$ cat config.mk
export PLATFORM = sky130hd
export DESIGN_NAME = sum_cu_top
export DESIGN_NICKNAME = d
export VERILOG_FILES = /design/src/rtl/cu_config_pkg.sv /design/src/rtl/graph_types_pkg.sv /design/src/rtl/edge_read_if.sv /design/src/rtl/sum_cu_top.sv /design/src/rtl/sum_kernel_control.sv /design/src/rtl/sync_fifo.sv
export SDC_FILE = /design/constraint.sdc
export NUM_CORES = 2
export LEC_CHECK = 0
export ABC_CLOCK_PERIOD_IN_PS = 7600
export BUFFER_PORTS_ARGS = -buffer_cell sky130_fd_sc_hd__buf_2
export CAP_MARGIN = 10
export CELL_PAD_IN_SITES_DETAIL_PLACEMENT = 0
export CELL_PAD_IN_SITES_GLOBAL_PLACEMENT = 1
export CORE_MARGIN = 2
export CORE_UTILIZATION = 54
export DETAILED_ROUTE_END_ITERATION = 8
export PLACE_DENSITY = 0.88
export SLEW_MARGIN = 5
export SYNTH_ARGS = -nofsm -noshare
export SYNTH_HDL_FRONTEND = slang
export SYNTH_SLANG_ARGS = --single-unit
$ cat constraint.sdc
create_clock -name clock -period 7.6 [get_ports clock]
set_clock_uncertainty 0.1 [all_clocks]
set_input_delay 1.52 -clock clock [delete_from_list [all_inputs] [get_ports clock]]
set_output_delay 1.52 -clock clock [all_outputs]
set_load 0.01 [all_outputs]
$ cat src/rtl/cu_config_pkg.sv
// Compute unit configuration
`default_nettype none

package cu_config_pkg;

	////////////////////
	// Field widths
	////////////////////

	// Vertex index
	localparam int VERTEX_ID_W = 16;
	// In-degree of one vertex
	localparam int DEGREE_W    = 16;
	// Edge value, also the sum
	localparam int EDGE_DATA_W = 32;
	// Compute unit number
	localparam int CU_ID_W     = 4;

	////////////////////
	// Buffer sizes
	////////////////////

	localparam int DEFAULT_EDGE_DEPTH  = 16;
	localparam int DEFAULT_WRITE_DEPTH = 16;

endpackage

`default_nettype wire
$ cat src/rtl/graph_types_pkg.sv
// Graph job and edge records
`default_nettype none

package graph_types_pkg;

	import cu_config_pkg::*;

	////////////////////
	// Vertex job
	////////////////////

	// Held by the environment until the record leaves
	typedef struct packed {
		logic                   valid;
		logic [VERTEX_ID_W-1:0] id;
		logic [DEGREE_W-1:0]    degree;
	} vertex_job_t;

	////////////////////
	// Edge traffic
	////////////////////

	// One edge value out of the input buffer
	typedef struct packed {
		logic                   valid;
		logic [EDGE_DATA_W-1:0] data;
	} edge_read_t;

	// Finished sum for one vertex
	typedef struct packed {
		logic                   valid;
		logic [VERTEX_ID_W-1:0] index;
		logic [CU_ID_W-1:0]     cu_id;
		logic [EDGE_DATA_W-1:0] data;
	} edge_write_t;

endpackage

`default_nettype wire

$ cat src/rtl/edge_read_if.sv
// Edge buffer to kernel link
`timescale 1ns/1ns
`default_nettype none

interface edge_read_if import cu_config_pkg::*; ();

	// Level from the kernel, one value per cycle while high
	logic                   pop;
	// Popped value shows up one cycle after pop
	logic                   valid;
	logic [EDGE_DATA_W-1:0] data;
	// Buffer status, acts as the request
	logic                   empty;

	// Input buffer side
	modport buffer (
		input  pop,
		output valid, data, empty
	);

	// Kernel side
	modport consumer (
		output pop,
		input  valid, data, empty
	);

endinterface

`default_nettype wire

$ cat src/rtl/sum_cu_top.sv
// Summing compute unit top
`timescale 1ns/1ns
`default_nettype none

module sum_cu_top import cu_config_pkg::*, graph_types_pkg::*; #(
	parameter int CU_ID       = 1,
	parameter int EDGE_DEPTH  = DEFAULT_EDGE_DEPTH,
	parameter int WRITE_DEPTH = DEFAULT_WRITE_DEPTH
) (
	input  logic                   clock,
	input  logic                   rstn,

	// Edge input
	input  logic                   edge_push,
	input  logic [EDGE_DATA_W-1:0] edge_value,
	output logic                   edge_full,

	// Vertex job, held until its record leaves
	input  logic                   job_valid,
	input  logic [VERTEX_ID_W-1:0] job_id,
	input  logic [DEGREE_W-1:0]    job_degree,

	input  logic                   enable,

	// Write record out
	output logic                   write_valid,
	output logic [VERTEX_ID_W-1:0] write_index,
	output logic [CU_ID_W-1:0]     write_cu_id,
	output logic [EDGE_DATA_W-1:0] write_data,
	input  logic                   write_alfull,
	input  logic                   write_response,

	// Status counters
	output logic [EDGE_DATA_W-1:0] edge_count,
	output logic [VERTEX_ID_W-1:0] response_count
);

	edge_read_if edge_bus ();

	edge_read_t  edge_word_in;
	edge_read_t  edge_word_out;
	logic        edge_pop_valid;
	vertex_job_t job;
	edge_write_t write_record;

	////////////////////
	// Edge input buffer
	////////////////////

	assign edge_word_in = '{valid: 1'b1, data: edge_value};

	sync_fifo #(
		.payload_t(edge_read_t),
		.DEPTH    (EDGE_DEPTH)
	) i_edge_buffer (
		.clock   (clock),
		.rstn    (rstn),
		.push    (edge_push),
		.data_in (edge_word_in),
		.full    (edge_full),
		.alfull  (),
		.pop     (edge_bus.pop),
		.valid   (edge_pop_valid),
		.data_out(edge_word_out),
		.empty   (edge_bus.empty)
	);

	// Buffer side of the link
	assign edge_bus.valid = edge_pop_valid & edge_word_out.valid;
	assign edge_bus.data  = edge_word_out.data;

	////////////////////
	// Kernel
	////////////////////

	assign job = '{valid: job_valid, id: job_id, degree: job_degree};

	sum_kernel_control #(
		.CU_ID      (CU_ID),
		.WRITE_DEPTH(WRITE_DEPTH)
	) i_kernel (
		.clock         (clock),
		.rstn          (rstn),
		.enable        (enable),
		.job           (job),
		.edge_in       (edge_bus.consumer),
		.write_alfull  (write_alfull),
		.write_response(write_response),
		.write_record  (write_record),
		.edge_count    (edge_count),
		.response_count(response_count)
	);

	// Record fields out to plain ports
	assign write_valid = write_record.valid;
	assign write_index = write_record.index;
	assign write_cu_id = write_record.cu_id;
	assign write_data  = write_record.data;

endmodule

`default_nettype wire

$ cat src/rtl/sum_kernel_control.sv
// Summing kernel control
`timescale 1ns/1ns
`default_nettype none

module sum_kernel_control import cu_config_pkg::*, graph_types_pkg::*; #(
	parameter int CU_ID       = 1,
	parameter int WRITE_DEPTH = 16
) (
	input  logic                   clock,
	input  logic                   rstn,
	input  logic                   enable,
	input  vertex_job_t            job,
	edge_read_if.consumer          edge_in,
	input  logic                   write_alfull,
	input  logic                   write_response,
	output edge_write_t            write_record,
	output logic [EDGE_DATA_W-1:0] edge_count,
	output logic [VERTEX_ID_W-1:0] response_count
);

	logic                   enabled;
	vertex_job_t            job_q;
	edge_read_t             edge_q;
	logic [EDGE_DATA_W-1:0] sum;
	logic [DEGREE_W-1:0]    sum_count;
	logic                   job_done;
	edge_write_t            done_record;
	logic                   wbuf_full;
	logic                   wbuf_alfull;
	logic                   wbuf_empty;
	logic                   wbuf_pop;
	logic                   wbuf_valid;
	edge_write_t            wbuf_data;

	////////////////////
	// Enable and job
	////////////////////

	// Enable acts one cycle late
	always_ff @(posedge clock or negedge rstn) begin
		if (!rstn) begin
			enabled <= 1'b0;
		end else begin
			enabled <= enable;
		end
	end

	always_ff @(posedge clock or negedge rstn) begin
		if (!rstn) begin
			job_q <= '0;
		end else if (enabled) begin
			job_q <= job;
		end
	end

	////////////////////
	// Edge pop and latch
	////////////////////

	// Raw enable too, so a popped edge never lands while disabled
	// Stop draining edges once the record buffer is nearly full
	assign edge_in.pop = enable & enabled & ~edge_in.empty & ~wbuf_alfull;

	always_ff @(posedge clock or negedge rstn) begin
		if (!rstn) begin
			edge_q <= '0;
		end else if (enabled) begin
			edge_q.valid <= edge_in.valid;
			edge_q.data  <= edge_in.data;
		end
	end

	////////////////////
	// Accumulate
	////////////////////

	assign job_done = enabled & job_q.valid & (sum_count == job_q.degree);

	always_ff @(posedge clock or negedge rstn) begin
		if (!rstn) begin
			sum       <= '0;
			sum_count <= '0;
		end else if (enabled) begin
			if (job_done) begin
				// Edge landing on the finish cycle opens the next sum
				sum       <= edge_q.valid ? edge_q.data : '0;
				sum_count <= edge_q.valid ? DEGREE_W'(1) : '0;
			end else if (edge_q.valid) begin
				// Wraps modulo 2^EDGE_DATA_W
				sum       <= sum + edge_q.data;
				sum_count <= sum_count + 1'b1;
			end
		end
	end

	// Finished sum, tagged with vertex and unit
	assign done_record = '{
		valid: 1'b1,
		index: job_q.id,
		cu_id: CU_ID_W'(CU_ID),
		data:  sum
	};

	////////////////////
	// Record buffer
	////////////////////

	// Drain only while the downstream is not almost full
	assign wbuf_pop = enabled & ~wbuf_empty & ~write_alfull;

	sync_fifo #(
		.payload_t(edge_write_t),
		.DEPTH    (WRITE_DEPTH)
	) i_write_buffer (
		.clock   (clock),
		.rstn    (rstn),
		.push    (job_done & ~wbuf_full),
		.data_in (done_record),
		.full    (wbuf_full),
		.alfull  (wbuf_alfull),
		.pop     (wbuf_pop),
		.valid   (wbuf_valid),
		.data_out(wbuf_data),
		.empty   (wbuf_empty)
	);

	// Extra output stage, valid is a one-cycle strobe
	always_ff @(posedge clock or negedge rstn) begin
		if (!rstn) begin
			write_record <= '0;
		end else begin
			write_record       <= wbuf_data;
			write_record.valid <= wbuf_valid & wbuf_data.valid;
		end
	end

	////////////////////
	// Counters
	////////////////////

	// Edges actually summed
	always_ff @(posedge clock or negedge rstn) begin
		if (!rstn) begin
			edge_count <= '0;
		end else if (enabled && edge_q.valid) begin
			edge_count <= edge_count + 1'b1;
		end
	end

	// Responses come from outside, so counted even while disabled
	always_ff @(posedge clock or negedge rstn) begin
		if (!rstn) begin
			response_count <= '0;
		end else if (write_response) begin
			response_count <= response_count + 1'b1;
		end
	end

endmodule

`default_nettype wire

$ cat src/rtl/sync_fifo.sv
// Synchronous FIFO
`timescale 1ns/1ns
`default_nettype none

module sync_fifo #(
	parameter type payload_t = logic [7:0],
	parameter int  DEPTH     = 16
) (
	input  logic     clock,
	input  logic     rstn,
	input  logic     push,
	input  payload_t data_in,
	output logic     full,
	output logic     alfull,
	input  logic     pop,
	output logic     valid,
	output payload_t data_out,
	output logic     empty
);

	localparam int PTR_W   = (DEPTH > 1) ? $clog2(DEPTH) : 1;
	localparam int COUNT_W = $clog2(DEPTH + 1);

	payload_t           mem [DEPTH];
	logic [PTR_W-1:0]   wr_ptr;
	logic [PTR_W-1:0]   rd_ptr;
	logic [COUNT_W-1:0] count;
	logic               do_push;
	logic               do_pop;

	////////////////////
	// Status
	////////////////////

	assign full   = (count == COUNT_W'(DEPTH));
	// One free slot or fewer
	assign alfull = (count >= COUNT_W'(DEPTH - 1));
	assign empty  = (count == '0);

	// Overflow and underflow are dropped here
	assign do_push = push & ~full;
	assign do_pop  = pop & ~empty;

	////////////////////
	// Pointers and count
	////////////////////

	always_ff @(posedge clock or negedge rstn) begin
		if (!rstn) begin
			wr_ptr <= '0;
			rd_ptr <= '0;
			count  <= '0;
		end else begin
			if (do_push) begin
				// Wrap at DEPTH, not at the pointer width
				wr_ptr <= (wr_ptr == PTR_W'(DEPTH - 1)) ? '0 : wr_ptr + 1'b1;
			end
			if (do_pop) begin
				rd_ptr <= (rd_ptr == PTR_W'(DEPTH - 1)) ? '0 : rd_ptr + 1'b1;
			end
			case ({do_push, do_pop})
				2'b10:   count <= count + 1'b1;
				2'b01:   count <= count - 1'b1;
				default: count <= count;
			endcase
		end
	end

	// Storage
	always_ff @(posedge clock) begin
		if (do_push) begin
			mem[wr_ptr] <= data_in;
		end
	end

	////////////////////
	// Registered read
	////////////////////

	always_ff @(posedge clock or negedge rstn) begin
		if (!rstn) begin
			valid <= 1'b0;
		end else begin
			// One strobe per accepted pop
			valid <= do_pop;
		end
	end

	// Output word holds until the next pop
	always_ff @(posedge clock) begin
		if (do_pop) begin
			data_out <= mem[rd_ptr];
		end
	end

endmodule

`default_nettype wire

==> results.md <==
- Die H: 344 microns
- Area leader, netlist: edfxtp_1
- Synth top area cells: edfxtp_1 65%, dfrtp_1 9.7%, mux4_2 9.2%
- Total gr overflow: 0
- Hold Path Depth: 0
- DR DRC count: 0
- Fin Setup TNS: 0 ns
- R2R cell count: 8
- Number of I/O pins: 173
- Minimum clock period after layout: 4.14 ns
- CORE AREA: 0.115 sq mm
- Num CTS Buffers: 156
- Ys async rst share: 0.151
- Final instance area: 0.0704 sq mm
- Largest net degree at the start of global routing: 94
- Combinational Power Share: 0.241
- Final Routed Wirelength: 135000 microns
- Flop pwr share: 0.463
- RR Endpoint: i_kernel.i_write_buffer.mem[13][43]
- Final setup margin: 3.46 ns
- Die W: 344 microns
- Iter 0 DRT Violations: 3283
- Worst Path Max Fanout: 26
- WL/cell: 26.2 microns
- Peak supply drop: 0.381 mV
- CTS resizes: 0
- Layout Cells excl Fill: 5162
- Fmax: 241 MHz
- Avg Synthesized Cell Area: 19.0 sq um
- Syn. warnings: 0
- Synth-to-layout area growth: 12.6%
- Most repeated library cell on the critical path: buf_4
- Max-cap viol count: 0
- Commonest non-fill, non-tap cells in the layout: 1360 x edfxtp_1, 256 x mux4_2, 233 x dfrtp_1, 168 x buf_2, 157 x clkbuf_16
- HPWL after DPL: 72800 microns
- Gr usage total: 0.233
- Status: finished clean
- Worst-Margin Slew: 1.09 ns
- Slew Limit Fails: 0
- Final hold viol count: 0
- Power Density: 363 mW/mm^2
- Crit path buffers/inverters: 2
- Mapped Cells: 3289
- Layout cell share with drive strength beyond 1: 0.243
- Net Switching: 7.68 mW
- CTS tree: done
- Pint: 17.9 mW
- Crit path largest cell delay: 0.79 ns
- Register bit count reported by yosys: 1601
- Worst path slowest cell: nor2_4
- Clock Power Share: 0.296
- Clk buf depth: 3
- Switching part of the total: 0.300
- Post-route ant nets: 0
- Row Count: 124
- First-pass GRT wire length: 204000 microns
- # Post-CTS Setup Buffers: 0
- Seq/Total Area, Yosys: 0.750
- EDFF count, synth: 1360
- H-tree depth: 4
- Synth top area share: 0.654
- Vias in the first global route: 32600
- Commonest non-fill, non-tap cell in the layout: edfxtp_1
- Final net count: 3640
- Initial antenna violation count: 9
- Yosys cell types: 68
- Port bufs: 169
- Hold wc startpoint: i_kernel.i_write_buffer.data_out[9]
- CP cell instances: xor2_1 > or3_1 > nor3_4 > buf_4 > and2_1 > nand2_1 > nor2_4 > buf_4
- Dpl cells: 4868
- Pre-Repair DR Iteration Count: 5
- Die Area: 0.118 sq mm
- Vias: 31600
- Predominant post-synthesis flop cell: edfxtp_1
- Worst R2R Setup Slack: 3.46 ns
- Routed vias/inst: 6.11
- RSZ-0062 raised after global routing: false
- CP endpoint kind: flip-flop
- Post-Place Setup Slack: 3.12 ns
- Delay-heaviest family, CP: simple AND/OR/NAND/NOR gates
- Clock slew seen by the registers of the worst setup and hold paths: 0.06 ns
- LEAKAGE: 24.3 nW
- GP Congestion: 0.829
- Root Driver: clkbuf_16
- Worst-skew pair later-pin latency: 0.78 ns
- Worst EP arrival: 4.45 ns
- Hold Path Sink: i_kernel.write_record[9]
- Hold Crit Class: flip-flop to flip-flop
- Slew margin rel.: 0.271
- Initial Util: 0.546
- Fin crit share: 0.545
- Clock sink count: 1601
- Worst Path Required: 7.91 ns
- Worst setup SP type: flip-flop
- CTS Hold Buffers Added: 0
- Post-Syn Area: 0.0625 sq mm
- R2R Path Start: i_kernel.sum_count[2]
- Final setup fails: 0
- Crit path kind: flip-flop to flip-flop
- Placed Area: 0.0653 sq mm
==> logic make-up after synthesis <==
family | after synthesis | share of synthesized area
AOI/OAI and AO/OA | 438 | 0.0452
and+or+nand+nor | 358 | 0.0266
other | 2 | 0.000120
DFF | 1601 | 0.750
buffers and inverters | 195 | 0.0129
muxes | 522 | 0.137
adders and majority gates | 55 | 0.0114
xor gates and xnor gates | 118 | 0.0165
==> worst max path at each step <==
| stage | start | to | slack [ns] | cells past startpoint |
|---|---|---|---|---|
| after floorplan | write_alfull | i_kernel.i_write_buffer.count[4] | 1.53 | 11 |
| after global placement | write_alfull | i_kernel.i_write_buffer.count[4] | 3.15 | 13 |
| after detailed placement | write_alfull | i_kernel.i_write_buffer.count[4] | 3.12 | 13 |
| after CTS | i_kernel.sum_count[2] | i_kernel.i_write_buffer.mem[13][44] | 3.43 | 8 |
| after global routing | i_kernel.sum_count[2] | i_kernel.i_write_buffer.mem[13][18] | 3.28 | 8 |
| final | i_kernel.sum_count[2] | i_kernel.i_write_buffer.mem[13][43] | 3.46 | 8 |
==> synth_stat cells, types with 52 or more instances <==
| cell type | count |
|---|---|
| a21oi_1 | 91 |
| clkbuf_1 | 99 |
| mux2i_1 | 148 |
| edfxtp_1 | 1360 |
| ha_1 | 52 |
| nand2_1 | 154 |
| mux4_2 | 256 |
| o21ai_0 | 142 |
| nor2_1 | 73 |
| mux2_2 | 118 |
| dfrtp_1 | 241 |
| xnor2_1 | 68 |
==> power by group through the flow <==
| stage | clock network (mW) | logic, mW | registers, mW |
|---|---|---|---|
| 5_1_grt | 8.04 | 6.64 | 12.0 |
| 3_3_place_gp | 0 | 6.01 | 12.0 |
| 4_1_cts | 7.69 | 6.20 | 11.8 |
| 3_5_place_dp | 0 | 6.13 | 12.0 |
| 2_1_floorplan | 0 | 4.77 | 11.4 |
| 6_report | 7.58 | 6.16 | 11.8 |
==> through the flow <==
stage          utilization  hold WS (ns)  total power, mW
2_1_floorplan            -         0.231             16.2
5_1_grt              0.615         0.252             26.7
6_report             0.615         0.235             25.6
4_1_cts              0.615         0.235             25.7
3_5_place_dp         0.571         0.234             18.1
3_3_place_gp         0.571         0.232             18.0
==> sequential cells by signal (all words and copies together), names as in the netlist <==
register / flops
i_edge_buffer.count: 5
i_edge_buffer.data_out: 32
i_edge_buffer.mem: 512
i_edge_buffer.rd_ptr: 4
i_edge_buffer.valid: 1
i_edge_buffer.wr_ptr: 4
i_kernel.done_record: 16
i_kernel.edge_count: 32
i_kernel.edge_q: 33
i_kernel.enabled: 1
i_kernel.i_write_buffer.count: 5
i_kernel.i_write_buffer.data_out: 48
i_kernel.i_write_buffer.mem: 768
i_kernel.i_write_buffer.rd_ptr: 4
i_kernel.i_write_buffer.valid: 1
i_kernel.i_write_buffer.wr_ptr: 4
i_kernel.job_q: 17
i_kernel.response_count: 16
i_kernel.sum: 32
i_kernel.sum_count: 16
i_kernel.write_record: 50
==> cell type report <==
cell class                 count  area (sq um)
timing repair buffer         230          1350
antenna                        2          5.00
inverter                      30           113
tap                         1512          1890
fill                        7716         44100
clock inverter                73           795
sequential                  1601         46900
multi-input combinational   1495         15100
clock buffer                 219          4260
==> routing by layer <==
metal | vias to the layer above | part of all wire | wire length (microns) | global-route usage
met3 | 253 | 0.067 | 9070 | 0.0391
li1 | 13600 | - | - | -
met1 | 16400 | 0.38 | 51100 | 0.299
met5 | - | 0.00075 | 101 | 0
met2 | 1270 | 0.53 | 71300 | 0.405
met4 | 14 | 0.027 | 3630 | 0.0799
Note: power is estimated with default switching activity, not from simulation.
